File: src/common/mem_align_consts.svh
`ifndef MEM_ALIGN_CONSTS_SVH
`define MEM_ALIGN_CONSTS_SVH

// Datapath width, one RAM word
`define MEM_DATA_W 32

// Byte address into the 4 KiB RAM
`define MEM_ADDR_W 12

// Full AXI4-Lite address, byte address plus size window
`define AXI_ADDR_W 16

// Access size lives in address bits 13:12
`define SIZE_SEL_LSB 12

// Requests buffered between decoder and fixer
`define FIFO_DEPTH 4

`endif

File: src/common/mem_align_pkg.sv
`include "mem_align_consts.svh"

package mem_align_pkg;

    // Log2 of the byte count, value 3 handled as a word
    typedef enum logic [1:0] {
        SIZE_BYTE = 2'd0,
        SIZE_HALF = 2'd1,
        SIZE_WORD = 2'd2
    } access_size_e;

    typedef enum logic {
        OP_READ  = 1'b0,
        OP_WRITE = 1'b1
    } access_op_e;

    // Request from the AXI side, 47 bits
    typedef struct packed {
        access_op_e              op;
        access_size_e            size;
        logic [`MEM_ADDR_W-1:0]  addr;    // Byte address
        logic [`MEM_DATA_W-1:0]  data;    // Write data, right-aligned
    } mem_request_t;

    // Result handed back in order, 34 bits
    typedef struct packed {
        access_op_e              op;      // Steers to B or R
        logic                    error;   // Misaligned access
        logic [`MEM_DATA_W-1:0]  data;    // Read data, zero-extended
    } mem_completion_t;

endpackage

File: src/design/request_fifo.sv
`timescale 1ns/1ps
`include "mem_align_consts.svh"

module request_fifo #(
    parameter int DEPTH = `FIFO_DEPTH
) (
    input  logic                         clk,
    input  logic                         reset,
    input  logic                         push,
    input  mem_align_pkg::mem_request_t  push_data,
    output logic                         full,
    input  logic                         pop,
    output mem_align_pkg::mem_request_t  pop_data,
    output logic                         empty
);
    import mem_align_pkg::*;

    localparam int PTR_W = (DEPTH > 1) ? $clog2(DEPTH) : 1;
    localparam int CNT_W = $clog2(DEPTH + 1);

    mem_request_t      buffer [DEPTH];
    logic [PTR_W-1:0]  wr_ptr;
    logic [PTR_W-1:0]  rd_ptr;
    logic [CNT_W-1:0]  count;      // Items held
    logic              do_push;
    logic              do_pop;

    // Wrap also for depths that are not a power of two
    function automatic logic [PTR_W-1:0] next_ptr(input logic [PTR_W-1:0] ptr);
        return (ptr == PTR_W'(DEPTH - 1)) ? '0 : ptr + 1'b1;
    endfunction

    assign full     = (count == CNT_W'(DEPTH));
    assign empty    = (count == '0);
    assign do_push  = push && !full;    // Overflow dropped
    assign do_pop   = pop && !empty;
    assign pop_data = buffer[rd_ptr];   // Head, valid while not empty

    always_ff @(posedge clk)
    begin
        if (!reset)
        begin
            wr_ptr <= '0;
            rd_ptr <= '0;
            count  <= '0;
        end
        else
        begin
            if (do_push)
                wr_ptr <= next_ptr(wr_ptr);
            if (do_pop)
                rd_ptr <= next_ptr(rd_ptr);
            if (do_push && !do_pop)
                count <= count + 1'b1;
            else if (do_pop && !do_push)
                count <= count - 1'b1;
        end
    end

    always_ff @(posedge clk)
    begin
        if (do_push)
            buffer[wr_ptr] <= push_data;
    end

endmodule

File: config.mk
export PLATFORM = sky130hd
export DESIGN_NAME = request_fifo
export DESIGN_NICKNAME = d
export VERILOG_FILES = /design/src/common/mem_align_pkg.sv /design/src/design/request_fifo.sv
export VERILOG_INCLUDE_DIRS = /design/src /design/src/common
export SDC_FILE = /design/constraint.sdc
export NUM_CORES = 1
export LEC_CHECK = 0
export BUFFER_PORTS_ARGS = -buffer_cell sky130_fd_sc_hd__buf_4
export CORE_MARGIN = 2
export CORE_UTILIZATION = 59
export CTS_BUF_LIST = sky130_fd_sc_hd__clkbuf_8
export CTS_CLUSTER_DIAMETER = 30
export DETAILED_ROUTE_END_ITERATION = 16
export PLACE_DENSITY = 0.82
export RECOVER_POWER = 50
export SYNTH_ARGS = -nofsm -noshare
export SYNTH_HDL_FRONTEND = slang
export SYNTH_SLANG_ARGS = --single-unit
File: constraint.sdc
create_clock -name clk -period 2.9 [get_ports clk]
set_input_delay 0.87 -clock clk [delete_from_list [all_inputs] [get_ports clk]]
set_output_delay 0.87 -clock clk [all_outputs]
set_load 0.01 [all_outputs]
# After elaboration in Yosys (flattened, before gate mapping)
# Memories as Yosys holds them, arrays and structs flattened. A register that Yosys moved wholly into a read port is not among the register bits.
# Cells that the tools add are included.
[word_totals]
ff_bits = 7
wordCells = 29
mem_count = 1
mem_bits_rw = 188
out_inout_bits = 49
[classes]
add_sub_neg = 4
reduce_logical = 10
n_mux = 8
n_eq_ne = 3
[memory_table]
columns = ["memory", "words", "word_bits", "read_ports", "rd_clocked_by_memory_dff", "write_ports", "line_no", "rtl"]
rows = [
  ["buffer", 4, 47, 1, 1, 1, "request_fifo.sv:21", "mem_request_t buffer [DEPTH];"],
]
[ops]
columns = ["op", "count"]
rows = [
  ["2-bit 2-to-1 mux", 4],
  ["3-bit 2-to-1 mux", 2],
  ["2-bit by 1-bit adder with 2-bit output (second input constant)", 2],
  ["2-bit equality test (second input constant)", 2],
  ["1-bit logical AND", 4],
  ["1-bit logical NOT", 4],
  ["3-bit by 1-bit adder with 3-bit output (second input constant)", 1],
  ["3-bit equality test (second input constant)", 1],
  ["3-bit logical NOT", 1],
  ["3-bit by 1-bit subtractor with 3-bit output (second input constant)", 1],
  ["1-bit 2-to-1 mux", 2],
  ["2-bit nonzero test", 1],
]

# Depth between registers and ports, before layout
[logic_depth]
word_depth = 7
depth_mapped = 9
mapped_depth_nobuf = 8

# Worst setup path before layout
# Ideal clock, no wire load.
[synth_timing]
kind = "input to register"
startpoint = "input push"
endpoint = "memory buffer[0][0] (netlist name), enable pin"
path_buffers = 1
required_time_ns = 2.491
setup_ns = 0.409
setup_slack_ns = 0.207
arrival_time_ns = 2.284
path_stages = 3
cell_sequence = "nor2b_1 -> buf_2 -> and2_1"
[synth_via]
elab_chain_len = 3
[synth_lines]
columns = ["item", "line_no", "rtl"]
rows = [
  ["start, declared", "request_fifo.sv:9", "input logic push,"],
  ["1-bit logical AND", "request_fifo.sv:35", "assign do_push = push && !full;"],
  ["net do_push", "request_fifo.sv:25", "logic do_push;"],
  ["1-bit 2-to-1 mux", "request_fifo.sv:62", "if (do_push)"],
  ["1-bit 2-to-1 mux (implied by the code)", "request_fifo.sv:63", "buffer[wr_ptr] <= push_data;"],
  ["end, declared", "request_fifo.sv:21", ""],
]
# The timed path passes the listed nets, and every way through them passes these cells.

==> summary.md <==
| Metric | Value |
|---|---|
| Count of synthesis-stage warnings from yosys | `0` |
| WL/cell | `roughly 21 um` |
| Clock Path Buffers | `2` |
| Top cell type by total area after synthesis | `edfxtp_1` |
| Final net count | `between 400 and 500` |
| Fmax | `364.9 MHz` |
| Number of nets produced by synthesis | `around 350` |
| Final number of hold-violating endpoints | `0` |
| Crit path required time | `2.03 ns` |
| Vertical die dimension | `about 120 um` |
| Slew Limit Fails | `0` |
| Worst Hold Class | `register to register` |
| IO Pins | `100` |
| Vias in the first global route | `3441` |
| Post-synthesis register bit count | `between 150 and 200` |
| Site Rows | `40` |
| GPL Wtd Cong | `0.6956` |
| Slew @ Worst Pin | `about 0.63 ns` |
| Largest cells by area after synthesis | `edfxtp_1 78%, mux4_2 15%, dfxtp_1 2.5%` |
| Number of DRC markers in iteration 0 | `221` |
| Initial antenna violation count | `0` |
| Synthesized area divided by synthesized cell count | `roughly 25 um^2` |
| Worst ir drop on vdd | `0.4521 mV` |
| Clock period minus worst slack | `between 2 and 3 ns` |
| Most common cell in the synthesized netlist | `edfxtp_1` |
| Final cell count without fillers | `around 580` |
| Hold-fix buffers at CTS | `0` |
| Total number of vias | `roughly 3300` |
| Startpoint-to-endpoint class of the critical path | `register to output pin` |
| Clock Sinks | `between 150 and 200` |
| Share of the clock period used by the worst path after layout | `around 95%` |
| Largest net degree at the start of global routing | `31` |
| Library cell used as clock root buffer | `clkbuf_8` |
| EDFF count, synth | `roughly 190` |
| Sequential cell area fraction in the yosys report | `80.00%` |
| Via density per instance | `5.715` |
| FFs w/ async S/R, synth | `0%` |
| Critical Path Start Type | `register` |
| Post-CTS setup buffer count | `0` |
| Worst-skew pair later-pin latency | `between 0.4 and 0.5 ns` |
| Max-cap violations | `0` |
| Die X | `115.1 um` |
| Final wirelength | `around 12000 um` |
| Share of the synthesized area in the top cell type | `between 70% and 80%` |
| Initial DRT Pass Iterations | `4` |
| Hold_ws | `just over 0.5 ns` |
| Layout overhead on the synthesized area | `15.46%` |
| Remaining DRCs | `0` |
| Resize count post-CTS | `0` |
| Number of antenna repair diodes | `0` |
| Leakage Power | `around 0.0028 uW` |
| Post-DP HPWL | `about 7500 um` |
| Critical path arrival | `about 1.9 ns` |
| Most numerous cell types in the synthesized netlist | `188 x edfxtp_1, 47 x mux4_2, 9 x dfxtp_1` |
| Total standard cell area after synthesis | `7282 um^2` |
| Clock transition at the register clock pins on the worst setup and hold paths after CTS | `about 0.090 ns` |
| Full die area | `13250 um^2` |
| Cell count after synthesis | `a little under 300` |
| Share of layout cells above drive strength 1 | `around 34%` |
| Number of H-tree levels | `4` |
| CTS tree | `done` |
| Status | `completed` |
| Final setup violation count | `0` |
| Count of buffers inserted at the top-level ports | `about 100` |
| Kind of end point of the critical path | `output pin` |
| Core box area | `12010 um^2` |
| All-Layer GR Usage | `roughly a fifth` |
| Total congestion overflow after global routing | `0` |
| Most used DFF post-synth | `edfxtp_1` |
| Starting density of the core | `about three fifths` |
| Relative slew margins | `58.27%` |
| Synth unique cells | `25` |
| Global-route wire length before repair | `approximately 18000 um` |
| Post-route clock skew | `0.009053 ns` |
| Post-DRT Antenna Nets | `0` |
| Setup TNS after final layout | `0 ns` |
| Worst-path fanout max | `17` |
| Num CTS Buffers | `17` |
| Setup repair after global routing missed its margin | `false` |
| Fill count | `about 750` |
| Placed instance count | `roughly 540` |
| Power per standard cell area | `about 830 nW/um^2` |
## per-stage QoR
stage	utilization (%)	total power, uW	setup slack (ns)	instance area [um^2]
final	70.00	7013	0.1592	8408
after global routing	70.00	7337	0.03273	8408
after CTS	71.54	7130	0.09744	8593
after detailed placement	68.42	5516	0.3382	8218
after global placement	68.42	5465	0.4237	8218
after floorplan	-	4767	0.2069	7282
## registers in the layout, summed over array words and instances (netlist names), named ones only
signal	flops
count	3
rd_ptr	2
buffer	188
wr_ptr	2
## cell type report
type | instances | area (um^2) | area share [%]
inverter | 3 | 11.26 | 0.1339
multi-input combinational | 84 | 1339 | 15.92
sequential | 197 | 5831 | 69.35
clock inverter | 15 | 141.4 | 1.682
clock buffer | 17 | 234.0 | 2.783
timing repair buffer | 112 | 668.1 | 7.946
tap | 147 | 183.9 | 2.187
## report_power, final
part	internal, uW	total (uW)	switching [uW]
Sequential	3460	3560	96.4
Combinational	953	1820	862
Clock	758	1640	878
Total	5180	7010	1840
## path summary, 6_finish.rpt
path / endpoint / startpoint / cells past startpoint / slack (ns)
worst min-delay path: wr_ptr[1]$_SDFFE_PN0P_ / wr_ptr[1]$_SDFFE_PN0P_ / 2 / 0.50
worst min register to register: wr_ptr[1]$_SDFFE_PN0P_ / wr_ptr[1]$_SDFFE_PN0P_ / 2 / 0.50
worst max register to register: count[2]$_SDFFE_PN0P_ / count[0]$_SDFFE_PN0P_ / 7 / 0.57
worst max-delay path: pop_data[30] / register / 3 / 0.16
## cells by family (layout without fill, tap and decap cells)
logic type | after synthesis | count (layout) | share of synthesized area [%]
adders and majority gates | 7 | 7 | 1.306
and+or+nand+nor | 20 | 20 | 1.409
DFF | 197 | 197 | 80.00
buffers and inverters | 15 | 147 | 1.684
AOI/OAI and AO/OA | 5 | 5 | 0.4124
xor gates and xnor gates | 2 | 2 | 0.2406
muxes | 50 | 50 | 14.95
## cells in the final DEF (no fill, tap or decap), types with 3 or more instances in the layout
master / count
mux2i_1: 3
inv_1: 7
nand2_1: 6
buf_4: 61
dfxtp_1: 7
mux4_2: 47
clkbuf_8: 17
clkbuf_1: 48
o21ai_0: 3
ha_1: 6
edfxtp_1: 188
and2_2: 4
## per-layer routing
layer  global-route usage, %  wire [um]  up-vias
met5                       0          0        -
met4                   6.667         80        0
met3                   5.693        721        7
met2                   32.39       6346       98
met1                   25.07       4818     1704
li1                        -          -     1477
## worst max-delay path: stages, from the launching register on
cell and delay, ns:
dfxtp_4 0.36, buf_4 0.32, mux4_2 0.58, buf_4 0.17
Power figures use the tool's default switching activity.
