<file path="config.mk">
export PLATFORM = sky130hd
export DESIGN_NAME = alignment_fixer
export DESIGN_NICKNAME = d
export VERILOG_FILES = /design/src/common/mem_align_pkg.sv /design/src/alignment/alignment_fixer.sv
export VERILOG_INCLUDE_DIRS = /design/src /design/src/common
export SDC_FILE = /design/constraint.sdc
export NUM_CORES = 1
export LEC_CHECK = 0
export BUFFER_PORTS_ARGS = -buffer_cell sky130_fd_sc_hd__buf_2
export CAP_MARGIN = 25
export CORE_ASPECT_RATIO = 1.75
export CORE_MARGIN = 2
export CORE_UTILIZATION = 30
export DETAILED_ROUTE_END_ITERATION = 6
export HOLD_SLACK_MARGIN = 0.03
export SLEW_MARGIN = 30
export SYNTH_ARGS = -nofsm -noshare
export SYNTH_HDL_FRONTEND = slang
export SYNTH_SLANG_ARGS = --single-unit
</file>
<file path="constraint.sdc">
create_clock -name clk -period 2.2 [get_ports clk]
set_clock_uncertainty 0.1 [all_clocks]
set_input_delay 0.44 -clock clk [delete_from_list [all_inputs] [get_ports clk]]
set_output_delay 0.44 -clock clk [all_outputs]
set_load 0.005 [all_outputs]
</file>
<file path="src/common/mem_align_consts.svh">
`ifndef MEM_ALIGN_CONSTS_SVH
`define MEM_ALIGN_CONSTS_SVH

// Datapath width, one RAM word
`define MEM_DATA_W 32

// Byte address into the 4 KiB RAM
`define MEM_ADDR_W 12

// Full AXI4-Lite address, byte address plus size window
`define AXI_ADDR_W 16

// Access size lives in address bits 13:12
`define SIZE_SEL_LSB 12

// Requests buffered between decoder and fixer
`define FIFO_DEPTH 4

`endif

</file>
<file path="src/common/mem_align_pkg.sv">
`include "mem_align_consts.svh"

package mem_align_pkg;

    // Log2 of the byte count, value 3 handled as a word
    typedef enum logic [1:0] {
        SIZE_BYTE = 2'd0,
        SIZE_HALF = 2'd1,
        SIZE_WORD = 2'd2
    } access_size_e;

    typedef enum logic {
        OP_READ  = 1'b0,
        OP_WRITE = 1'b1
    } access_op_e;

    // Request from the AXI side, 47 bits
    typedef struct packed {
        access_op_e              op;
        access_size_e            size;
        logic [`MEM_ADDR_W-1:0]  addr;    // Byte address
        logic [`MEM_DATA_W-1:0]  data;    // Write data, right-aligned
    } mem_request_t;

    // Result handed back in order, 34 bits
    typedef struct packed {
        access_op_e              op;      // Steers to B or R
        logic                    error;   // Misaligned access
        logic [`MEM_DATA_W-1:0]  data;    // Read data, zero-extended
    } mem_completion_t;

endpackage

</file>
<file path="src/alignment/alignment_fixer.sv">
`timescale 1ns/1ps
`include "mem_align_consts.svh"

module alignment_fixer (
    input  logic                             clk,
    input  logic                             reset,
    // Head of the request FIFO
    input  logic                             fifo_valid,
    input  mem_align_pkg::mem_request_t      fifo_req,
    output logic                             fifo_pop,
    // Completion back to the decoder
    output logic                             cpl_valid,
    output mem_align_pkg::mem_completion_t   cpl,
    input  logic                             cpl_ready,
    // Word RAM
    output logic [`MEM_ADDR_W-3:0]           ram_addr,
    output logic [`MEM_DATA_W-1:0]           ram_wdata,
    output logic                             ram_we,
    input  logic [`MEM_DATA_W-1:0]           ram_rdata
);
    import mem_align_pkg::*;

    localparam int OFS_W   = $clog2(`MEM_DATA_W / 8);
    localparam int SHIFT_W = $clog2(`MEM_DATA_W);

    typedef enum logic [1:0] {
        IDLE,
        RAM_READ,
        MERGE,
        RESPOND
    } fixer_state_e;

    fixer_state_e             state;
    logic [1:0]               size_log2;
    logic [OFS_W-1:0]         align_mask;
    logic [OFS_W-1:0]         byte_offset;
    logic [SHIFT_W-1:0]       bit_shift;
    logic                     misaligned;
    logic                     word_write;
    logic [`MEM_DATA_W-1:0]   size_mask;     // Right-aligned bits of the access
    logic [`MEM_DATA_W-1:0]   lane_mask;     // Same bits at their lane
    logic [`MEM_DATA_W-1:0]   read_data;
    logic [`MEM_DATA_W-1:0]   merged_data;

    always_comb
    begin
        case (fifo_req.size)
            SIZE_BYTE:
            begin
                size_log2 = 2'd0;
                size_mask = `MEM_DATA_W'(32'h0000_00FF);
            end
            SIZE_HALF:
            begin
                size_log2 = 2'd1;
                size_mask = `MEM_DATA_W'(32'h0000_FFFF);
            end
            default:
            begin
                size_log2 = 2'd2;    // Word, also for window value 3
                size_mask = '1;
            end
        endcase
    end

    // Low address bits must be zero under the size mask
    assign align_mask  = OFS_W'((1 << size_log2) - 1);
    assign byte_offset = fifo_req.addr[OFS_W-1:0];
    assign misaligned  = |(byte_offset & align_mask);
    assign bit_shift   = {byte_offset, 3'b000};
    assign lane_mask   = size_mask << bit_shift;
    assign word_write  = (fifo_req.op == OP_WRITE) && (size_log2 == 2'd2);

    // Lane down to bit 0, zero-extended
    assign read_data   = (ram_rdata >> bit_shift) & size_mask;
    // Old bytes outside the lane, new data inside
    assign merged_data = (ram_rdata & ~lane_mask) | ((fifo_req.data & size_mask) << bit_shift);

    // Head stays put until popped, so RAM address follows it directly
    assign ram_addr  = fifo_req.addr[`MEM_ADDR_W-1:OFS_W];
    assign ram_wdata = (state == MERGE) ? merged_data : fifo_req.data;
    assign ram_we    = (state == MERGE) ||
                       ((state == IDLE) && fifo_valid && word_write && !misaligned);
    assign fifo_pop  = cpl_valid && cpl_ready;    // Done once handed over

    always_ff @(posedge clk)
    begin
        if (!reset)
        begin
            state     <= IDLE;
            cpl_valid <= 1'b0;
        end
        else
        begin
            case (state)
                IDLE:
                    if (fifo_valid)
                    begin
                        if (misaligned || word_write)
                        begin
                            state     <= RESPOND;   // No read needed
                            cpl_valid <= 1'b1;
                        end
                        else if (fifo_req.op == OP_READ)
                            state <= RAM_READ;      // Read issued this cycle
                        else
                            state <= MERGE;         // Old word needed first
                    end
                RAM_READ, MERGE:
                begin
                    state     <= RESPOND;
                    cpl_valid <= 1'b1;
                end
                RESPOND:
                    if (cpl_ready)
                    begin
                        state     <= IDLE;
                        cpl_valid <= 1'b0;
                    end
                default:
                    state <= IDLE;
            endcase
        end
    end

    // Completion payload
    always_ff @(posedge clk)
    begin
        if (state == IDLE)
        begin
            cpl.op    <= fifo_req.op;
            cpl.error <= misaligned;
            cpl.data  <= '0;
        end
        else if (state == RAM_READ)
            cpl.data <= read_data;    // RAM data arrived
    end

endmodule

</file>
Yosys cells after proc, flatten, opt, wreduce, memory -nomap -nowiden:

Index checks and enable logic that the tools add are counted.

* flip-flop bits (word level): 37
* bits of input ports: 83
* output and inout port bits: 79
* logic and storage cells: 50

* $add $sub $neg: 1
* equality and inequality tests: 8
* shifts and indexed selects: 4
* muxes and demuxes: 12
* bitwise gates (word level): 6
* reduce and logical (&&, ||, !) cells: 14

Operator list (number)
* bitwise AND 32 bit: 3
* case mux 32 bit (2 select lines): 1
* left shift 32 x 5 -> 32 bit: 2
* 2-to-1 mux 32 bit: 1
* inverter 32 bit: 1
* OR 32 bit: 1
* right shift 32 x 5 -> 32 bit: 1
* 2-to-1 mux 2 bit: 4
* == test 2 bit, second input constant: 3
* case mux 2 bit (3 select lines): 1
* logical AND 1 bit: 5
* == test 2 x 1 -> 1 bit, second input constant: 2
* zero test 2 bit: 2
* != test 2 bit, second input constant: 2
* case mux 2 bit (2 select lines): 1
* OR reduction 2 bit: 2
* 2-to-1 mux 1 bit: 3
* case mux 1 bit (3 select lines): 1
* AND reduction 3 bit: 1
* bitwise AND 2 bit: 1
* logical OR 1 bit: 2
* != test 2 x 1 -> 1 bit, second input constant: 1
* AND reduction 2 bit: 1
* left shift 1 x 2 -> 2 bit, first input constant: 1
* other kinds (2): 2

Depth between registers and ports, before layout:

Gate-level depths: netlist (run 1).

* word-level depth: 10
* gate-level depth with buffers: 9
* gate-level depth less buffers: 6

Least setup slack after synthesis (run 1):

Ideal clock, no wire load.

* kind: reg-to-output
* start point: register state[0]
* end point: output port ram_wdata[16]
* arrival: 1.728 ns
* data required time: 1.660 ns
* slack: -0.068 ns
* cell stages (with the launch flop): 10
* path buffers: 3
* path through: dfxtp_1 inv_1 ha_1 buf_6 and2b_2 buf_8 and3_4 buf_6 o2bb2ai_1 a221o_1

* word-level cells in the longest chain between the ends: 2

Ends and longest elaborated chain
* start: declaration: RTL line alignment_fixer.sv:33 `fixer_state_e state;`
* start signal: assignment: RTL line alignment_fixer.sv:90 `state <= IDLE;`
* start signal: assignment: RTL line alignment_fixer.sv:101 `state <= RESPOND;`
* start signal: assignment: RTL line alignment_fixer.sv:105 `state <= RAM_READ;`
* == test 2 bit: RTL line alignment_fixer.sv:81 `assign ram_wdata = (state == MERGE) ? merged_data : fifo_req.data;`
* 2-to-1 mux 32 bit: RTL line alignment_fixer.sv:81
* end: declaration: RTL line alignment_fixer.sv:17 `` output logic [`MEM_DATA_W-1:0] ram_wdata, ``

No other way between the ends.

Final worst setup path (run 1):

* start point: register state[0]
* end point: output port ram_wdata[17]

The elaborated chain is that of the path after synthesis.

==> run_results.csv, run 1 <==
group,metric,value,unit
die,fp.dieH,137,µm
min_path,hp-class,"primary input to register",
detailed_routing,first_pass_iters,6,
grt,grt-ovfl-total,0,
power_and_ir_drop,ir_drop,0.000486,V
finish,final_common_cell,"buf_2",
setup_path,cp_max_fo,8,
synth,syn_nets,436,
clock_tree,clk_pin_slew,0.06,ns
setup_path,critical_path_required,1.66,ns
clock_tree,clk_path_buf_depth,2,
detailed_routing,drc_errors,0,
finish,fin_util,44.8,%
grt,grt_pass1_wl,17300,µm
finish,antenna_cells,0,
setup_path,crit_path_start_kind,"register",
power_and_ir_drop,sw_frac_of_total,37.5,%
grt,grt_pass1_vias,3330,
clock_tree,htreeDepth,2,
clock_tree,cts_tree,"built",
detailed_routing,drt_iter0_drc,352,
place,globalplace.congestion,0.933,
grt,grt_max_degree,33,
detailed_routing,vias_per_cell,5.54,
finish,drive_above_1_share,48.7,%
power_and_ir_drop,clkPwrFrac,23.1,%
die,start_util,30.6,%
die,dieArea,10900,µm²
finish,layout_common_cells,"buf_2 (131), buf_4 (41), nor2_1 (40)",
synth,async_flop_share,0,%
clock_tree,cts-buffers-inserted,5,
clock_tree,clk_latency,0.28,ns
detailed_routing,wl_per_cell,18.9,µm
run_status,status,"finished with violations",
synth,syn_inst,348,
power_and_ir_drop,pwr_density_cell,942,nW/µm²
sta,rsz0062_at_grt,"yes",
clock_tree,cts-root-buf,"clkbuf_16",
synth,synth_edf_count,2,
synth,ys_seq_area_share,25.2,%
detailed_routing,vias,3489,
sta,slew_viol_final,0,
sta,max_freq,0.424,GHz
clock_tree,clock-sinks,37,
setup_path,criticalPathCategory,"register to output pin",
synth,yosys_warnings,0,
power_and_ir_drop,seqPwrFrac,21.6,%
finish,syn2layout_area_growth,46.3,%
run,cap_violations,0,
die,io_pins,162,
sta,worstMarginPinSlew,0.578,ns
finish,nets,592,
die,core_area,9850,µm²
sta,hold_viol,0,
sta,setup_slack,-0.157,ns
sta,slew_headroom,60.4,%
sta,period_minus_slack,2.36,ns
setup_path,reg2reg_slack,0.24,ns
grt,antenna_found_initial,0,
grt,grt.total_usage,20.7,%
synth,synth-main-ff-cell,"dfxtp_1",
power_and_ir_drop,leakagePower,1.98,nW
run_status,failed_checks,"setup timing",
power_and_ir_drop,switchingPower,1.56,mW
power_and_ir_drop,p_int,2.60,mW
detailed_routing,ant_nets,0,
setup_path,endpoint_kind,"output pin",
synth,synth.avg_cell_area,8.66,µm²
place,io_buffers,141,
setup_path,arrival,1.82,ns
power_and_ir_drop,combPwrFrac,55.4,%
synth,yosysUniqueCellTypes,44,
place,hpwl,9180,µm
finish,fin_cells,630,
die,num_rows,48,
sta,fin_crit_sh,107,%
synth,ys_seq_elements,37,
detailed_routing,drt-total-wl,11900,µm
die,dieWidth,79.8,µm
place,dpl.cell_count,613,
synth,netlist_area,3010,µm²
sta,setup-violations-final,17,
==> stage by stage <==
stage	total power, mW	worst slack (ns)	instance area (µm²)	setup TNS [ns]	hold WS (ns)
after floorplan	2.10	0.0103	3020	0	0.371
after global placement	2.94	-0.0458	3960	-0.120	0.372
after detailed placement	2.96	-0.0697	3960	-0.347	0.380
after CTS	4.04	-0.159	4240	-1.37	0.281
after global routing	4.40	-0.208	4410	-2.38	0.297
final	4.15	-0.157	4410	-1.36	0.288
==> critical path, stage by stage, from the launching register on <==
cell       delay, ns
dfxtp_2         0.33
inv_2           0.05
ha_4            0.17
and2b_2         0.23
and3_4          0.20
o2bb2ai_2       0.13
a221o_1         0.29
buf_2           0.14
==> final cells by class <==
| cell class | count | area (µm²) |
|---|---|---|
| fillers | 1021 | 5440 |
| multi-input cells | 265 | 2060 |
| repair buffers | 191 | 1220 |
| flip-flops and latches | 37 | 763 |
| well taps | 125 | 156 |
| clock buffers | 5 | 125 |
| clock inverters | 3 | 68.8 |
| inverters | 4 | 16.3 |
==> cells in the mapped netlist (2+ instances only) <==
library cell  count  share of area, %
a2111oi_0         9               2.6
a21boi_0          3              0.75
a21oi_1          14               2.3
a221o_1          21               7.0
a222oi_1          3               1.0
a22oi_1          23               5.7
a32oi_1           6               1.7
and2_1            3              0.62
buf_2            11               1.8
buf_4            13               3.2
buf_6             5               1.9
clkbuf_1          9               1.1
clkbuf_8          2              0.91
clkinv_1          2              0.25
dfxtp_1          35                23
edfxtp_1          2               2.0
ha_1              5               2.1
inv_1             2              0.25
mux2_2           19               7.1
mux2i_1           9               3.0
mux4_2            8               6.0
nand2_1          26               3.2
nand2b_1          8               1.7
nand4b_1          2              0.58
nor2_1           40               5.0
nor2b_1          21               4.4
nor3_1            9               1.5
o21a_1            2              0.50
o21ai_0          14               2.3
o2bb2ai_1         8               2.3
==> layer usage <==
layer / track usage [%] / vias up / part of all wire, %
li1: - / 1617 / -
met1: 22.3 / 1667 / 36
met2: 36.6 / 171 / 52
met4: 13.4 / 0 / 4.7
met3: 3.76 / 34 / 7.6
met5: 0 / - / 0
==> registers in the layout, indices dropped and copies added, names as in the netlist <==
register and flops:
cpl 34, cpl_valid 1, state 2
==> power groups by stage <==
stage	Sequential (mW)	Clock (mW)	Combinational, mW
CTS	0.894	0.975	2.17
finish	0.895	0.959	2.30
detailed placement	0.903	0	2.05
floorplan	0.915	0	1.18
global route	0.913	1.01	2.48
global placement	0.897	0	2.04
==> cells by family after synthesis <==
group | after synthesis | share of synthesized area, %
compound gates | 108 | 27.5
simple gates | 116 | 18.9
fa+ha+maj | 5 | 2.08
buf+inv | 46 | 10.2
mux | 36 | 16.1
flops | 37 | 25.2
==> path summary, 6_finish.rpt <==
kind,endpoint,startpoint,cells after the start
setup reg to reg,cpl_valid,state[1],7
setup / recovery,ram_wdata[17],state[0],7
hold / removal,cpl[33],fifo_req[46],1
hold reg to reg,cpl[14],cpl[14],2
==> what timing repair did <==
action	CTS	global route
hold buffers	0	0
setup buffers	4	5
setup endpoints to repair	31	31
gates cloned	0	0
pin swaps	8	8
gates resized for setup	16	34
(Power assumes the default switching activity.)
==> inputs of run 2 (changes only) <==
- MAX_ROUTING_LAYER: not set -> met4
==> run_results.csv, run 2 (synthesis results as in run 1) <==
group,metric,value,unit
place,hpwl,9340,µm
power_and_ir_drop,pwr_density_cell,900,nW/µm²
setup_path,crit_path_start_kind,"register",
sta,fin_crit_sh,109,%
finish,syn2layout_area_growth,46.0,%
sta,slew_viol_final,0,
die,fp.dieH,137,µm
finish,layout_common_cells,"buf_2 (129), nor2_1 (40), buf_4 (38)",
sta,period_minus_slack,2.39,ns
power_and_ir_drop,clkPwrFrac,18.0,%
detailed_routing,drt_iter0_drc,262,
sta,setup-violations-final,24,
sta,hold_viol,0,
finish,top_regs,"cpl x34, state x2, cpl_valid x1",
clock_tree,cts_tree,"built",
clock_tree,clk_pin_slew,0.06,ns
run_status,failed_checks,"setup timing",
finish,fin_cells,630,
place,dpl.cell_count,616,
setup_path,criticalPathCategory,"register to output pin",
power_and_ir_drop,p_int,2.39,mW
detailed_routing,ant_nets,0,
sta,setup_slack,-0.190,ns
place,io_buffers,141,
power_and_ir_drop,sw_frac_of_total,39.6,%
power_and_ir_drop,switchingPower,1.57,mW
setup_path,critical_path_required,1.66,ns
min_path,hp-class,"primary input to register",
die,num_rows,48,
power_and_ir_drop,leakagePower,1.96,nW
finish,fillers,1023,
power_and_ir_drop,seqPwrFrac,22.6,%
clock_tree,clk_latency,0.29,ns
clock_tree,cts-buffers-inserted,5,
clock_tree,clock-sinks,37,
finish,largest_reg_flops,34,
sta,holdWs,0.295,ns
clock_tree,cts-root-buf,"clkbuf_16",
die,dieArea,10900,µm²
die,dieWidth,79.8,µm
run,cap_violations,0,
grt,grt_pass1_wl,17800,µm
power_and_ir_drop,total_power,3.96,mW
detailed_routing,drc_errors,0,
detailed_routing,drt-total-wl,11900,µm
setup_path,arrival,1.85,ns
die,io_pins,162,
grt,antenna_found_initial,0,
grt,grt-ovfl-total,0,
finish,nets,592,
clock_tree,htreeDepth,2,
detailed_routing,vias_per_cell,5.51,
detailed_routing,vias,3473,
die,start_util,30.6,%
detailed_routing,wl_per_cell,18.9,µm
clock_tree,clk_path_buf_depth,2,
grt,grt_pass1_vias,3394,
power_and_ir_drop,ir_drop,0.000348,V
finish,final_common_cell,"buf_2",
sta,max_freq,0.418,GHz
finish,drive_above_1_share,48.7,%
sta,rsz0062_at_grt,"yes",
grt,grt_max_degree,33,
finish,antenna_cells,0,
setup_path,cp_max_fo,8,
setup_path,endpoint_kind,"output pin",
die,core_area,9850,µm²
place,globalplace.congestion,0.961,
finish,largest_register,"cpl",
grt,grt.total_usage,21.9,%
power_and_ir_drop,combPwrFrac,59.4,%
sta,slew_headroom,58.4,%
sta,worstMarginPinSlew,0.608,ns
run_status,status,"finished with violations",
detailed_routing,first_pass_iters,5,
-- run 2: worst paths after layout --
check / to / start / slack (ns) / cells past startpoint
max: ram_wdata[18] / state[0] / -0.19 / 7
min: cpl[33] / fifo_req[46] / 0.30 / 1
max reg2reg: cpl[10] / state[1] / 0.29 / 7
min reg2reg: cpl[0] / cpl[0] / 0.39 / 2
-- run 2: what timing repair did --
action,in CTS,in global routing
gates resized for setup,37,27
setup buffers,5,3
pin swaps,10,7
gates cloned,0,0
endpoints found under the setup margin,31,33
hold buffers,0,0
-- run 2: layout make-up --
class | instances | area, µm² | area share, %
Multi-Input combinational cell | 265 | 2070 | 47.0
Clock inverter | 3 | 21.3 | 0.484
Inverter | 4 | 16.3 | 0.370
Clock buffer | 5 | 125 | 2.84
Timing Repair Buffer | 191 | 1250 | 28.4
Tap cell | 125 | 156 | 3.56
Sequential cell | 37 | 763 | 17.3
-- run 2: critical path, stage by stage, from the launching register on --
cell	delay, ns
dfxtp_2	0.34
inv_2	0.05
ha_4	0.17
and2b_2	0.23
and3_4	0.20
o2bb2ai_1	0.15
a221o_1	0.29
buf_2	0.14
-- run 2: per-stage QoR --
stage / setup TNS, ns / util, % / worst slack, ns / instance area, µm²
after floorplan: 0 / - / 0.0103 / 3020
after global placement: -0.742 / 40.4 / -0.124 / 3980
after detailed placement: -1.04 / 40.4 / -0.149 / 3980
after CTS: -1.90 / 43.9 / -0.165 / 4320
after global routing: -3.70 / 44.7 / -0.222 / 4400
final: -2.67 / 44.7 / -0.190 / 4400
-- run 2: routing by layer --
layer  track usage, %  wire length [µm]  up-vias
met5                -                 0        -
met4             13.2               582        0
met3             3.30               760       40
met2             37.1              6120      170
met1             23.8              4440     1646
li1                 -                 -     1617
-- run 2: power by group through the flow --
stage          combinational (mW)  clock [mW]  sequential, mW
2_1_floorplan                1.18           0           0.915
3_3_place_gp                 2.05           0           0.896
3_5_place_dp                 2.07           0           0.903
4_1_cts                      2.28       0.730           0.894
5_1_grt                      2.53       0.757           0.914
6_report                     2.35       0.711           0.896
==> inputs of run 3 (changes only) <==
- ABC_AREA: not set -> 1
- RECOVER_POWER: not set -> 25
- SLEW_MARGIN: 30 -> not set
==> run_results.csv, run 3 <==
group,metric,value,unit
detailed_routing,wl_met3,608,µm
detailed_routing,drc_errors,0,
clock_tree,cts-root-buf,"clkbuf_16",
sta,slew_headroom,63.3,%
synth,synth_edf_count,2,
sta,slew_viol_final,0,
setup_path,slowest_stage,"dfxtp_1",
grt,grt_pass1_vias,3815,
sta,fin_crit_sh,97.3,%
setup_path,crit_path_cell_trace,"ha_4 -> clkinvlp_4 -> buf_4 -> a21oi_1 -> a21oi_1 -> buf_2",
synth,synth.avg_cell_area,5.66,µm²
power_and_ir_drop,ir_drop,0.000334,V
synth,yosysUniqueCellTypes,24,
die,num_rows,48,
finish,layout_common_cells,"nand2_1 (202), buf_2 (135), a21oi_1 (69)",
synth,syn_inst,543,
synth,syn_nets,631,
setup_path,crit_path_start_kind,"register",
detailed_routing,wl_per_cell,15.7,µm
detailed_routing,ant_nets,0,
power_and_ir_drop,total_power,3.72,mW
clock_tree,cts_tree,"built",
grt,antenna_found_initial,0,
die,core_area,9910,µm²
detailed_routing,drt_iter0_drc,344,
setup_path,arrival,1.60,ns
grt,grt_pass1_wl,19300,µm
synth,ys_seq_elements,37,
setup_path,criticalPathCategory,"register to output pin",
die,dieWidth,80.5,µm
finish,syn2layout_area_growth,35.2,%
synth,async_flop_share,0,%
finish,drive_above_1_share,28.7,%
detailed_routing,wl_met1,4860,µm
grt,grt-ovfl-total,0,
sta,tns,0,ns
synth,synth_top_area_share,24.8,%
setup_path,cp_common_cell,"a21oi_1",
sta,period_minus_slack,2.14,ns
finish,largest_reg_flops,34,
synth,yosys-top-cells-count,"nand2_1 (203), a21oi_1 (71), nand3_1 (48), inv_1 (40), dfxtp_1 (35)",
sta,hold_viol,0,
detailed_routing,top_layer,"met4",
sta,setup-violations-final,0,
run_status,status,"complete, no violations",
run,cap_violations,0,
power_and_ir_drop,leakagePower,2.17,nW
finish,antenna_cells,0,
synth,synthTopCellsByArea,"nand2_1 (25%), dfxtp_1 (23%), a21oi_1 (12%)",
place,dpl.cell_count,794,
sta,worstMarginPinSlew,0.548,ns
synth,netlist_area,3070,µm²
grt,grt_max_degree,26,
detailed_routing,met2WireLength,6670,µm
finish,largest_register,"cpl",
clock_tree,htreeDepth,2,
synth,synth-main-ff-cell,"dfxtp_1",
synth,yosysMostFrequentCell,"nand2_1",
place,io_buffers,141,
synth,yosys_warnings,0,
clock_tree,clock-sinks,37,
place,hpwl,10500,µm
die,fp.dieH,138,µm
clock_tree,clk_pin_slew,0.05,ns
clock_tree,clk_path_buf_depth,2,
die,io_pins,162,
clock_tree,clk_latency,0.28,ns
place,globalplace.congestion,0.924,
detailed_routing,drt-total-wl,12600,µm
power_and_ir_drop,pwr_density_cell,895,nW/µm²
setup_path,critical_path_required,1.66,ns
die,dieArea,11100,µm²
synth,synth_area_leader_cell,"nand2_1",
setup_path,cp_max_fo,6,
detailed_routing,vias,4014,
finish,fin_cells,807,
die,start_util,31.0,%
finish,top_regs,"cpl x34, state x2, cpl_valid x1",
synth,ys_seq_area_share,24.8,%
sta,max_freq,0.467,GHz
clock_tree,cts-buffers-inserted,5,
finish,fin_util,41.9,%
detailed_routing,vias_per_cell,4.97,
setup_path,critPathMaxStageDelay,0.40,ns
detailed_routing,first_pass_iters,5,
finish,final_common_cell,"nand2_1",
min_path,hp-class,"primary input to register",
finish,nets,769,
sta,rsz0062_at_grt,"yes",
setup_path,endpoint_kind,"output pin",
grt,grt.total_usage,23.3,%
run 3: worst max-delay path, delay by kind of cell, from the launching register on:
family / cells / cell delay (ns)
buf+inv: 3 / 0.49
flops: 1 / 0.40
fa+ha+maj: 1 / 0.21
compound gates: 2 / 0.22
run 3: path summary, 6_finish.rpt:
kind	startpoint	to	slack (ns)	depth (start not counted)
setup / recovery	state[1]	ram_wdata[8]	0.06	6
hold / removal	reset	state[0]	0.30	3
setup reg to reg	state[0]	cpl_valid	0.38	8
hold reg to reg	cpl[21]	cpl[21]	0.36	2
run 3: cell type report:
cell class / count / area, µm²
Fill cell: 1155 / 5750
Sequential cell: 37 / 762
Multi-Input combinational cell: 421 / 1950
Inverter: 45 / 173
Tap cell: 125 / 156
Timing Repair Buffer: 171 / 965
Clock buffer: 8 / 146
run 3: per-stage QoR:
stage	hold slack (ns)	area (µm²)	worst slack [ns]
3_3_place_gp	0.353	3920	0.0849
5_1_grt	0.318	4160	-0.00945
6_report	0.303	4160	0.0602
3_5_place_dp	0.354	3920	0.100
2_1_floorplan	0.361	3070	0.323
4_1_cts	0.304	4090	0.00291
run 3: kinds of logic after synthesis:
| family | Yosys count | share of synthesized area (%) |
|---|---|---|
| AO/OA/AOI/OAI | 114 | 19.4 |
| adder cells (fa/ha/maj) | 5 | 2.04 |
| buffers and inverters | 85 | 12.9 |
| flip-flops | 37 | 24.8 |
| AND/OR/NAND/NOR | 302 | 40.9 |
run 3: power breakdown:
part	switching (mW)	internal, mW	total (mW)	leakage (nW)
Clock	0.245	0.451	0.696	0.0712
Combinational	1.25	0.867	2.12	1.79
Sequential	0.0836	0.822	0.905	0.305
Total	1.58	2.14	3.72	2.17
run 3: per-layer routing:
layer | up-vias | global-route usage (%)
met1 | 1790 | 26.2
met5 | - | -
li1 | 2023 | -
met2 | 166 | 41.2
met3 | 35 | 0.391
met4 | 0 | 13.1
run 3: timing repair:
item	in CTS	in global routing
endpoints found under the setup margin	28	26
buffers inserted	0	5
pin swaps	1	2
hold buffers	0	0
cloned	0	0
gates resized for setup	7	8
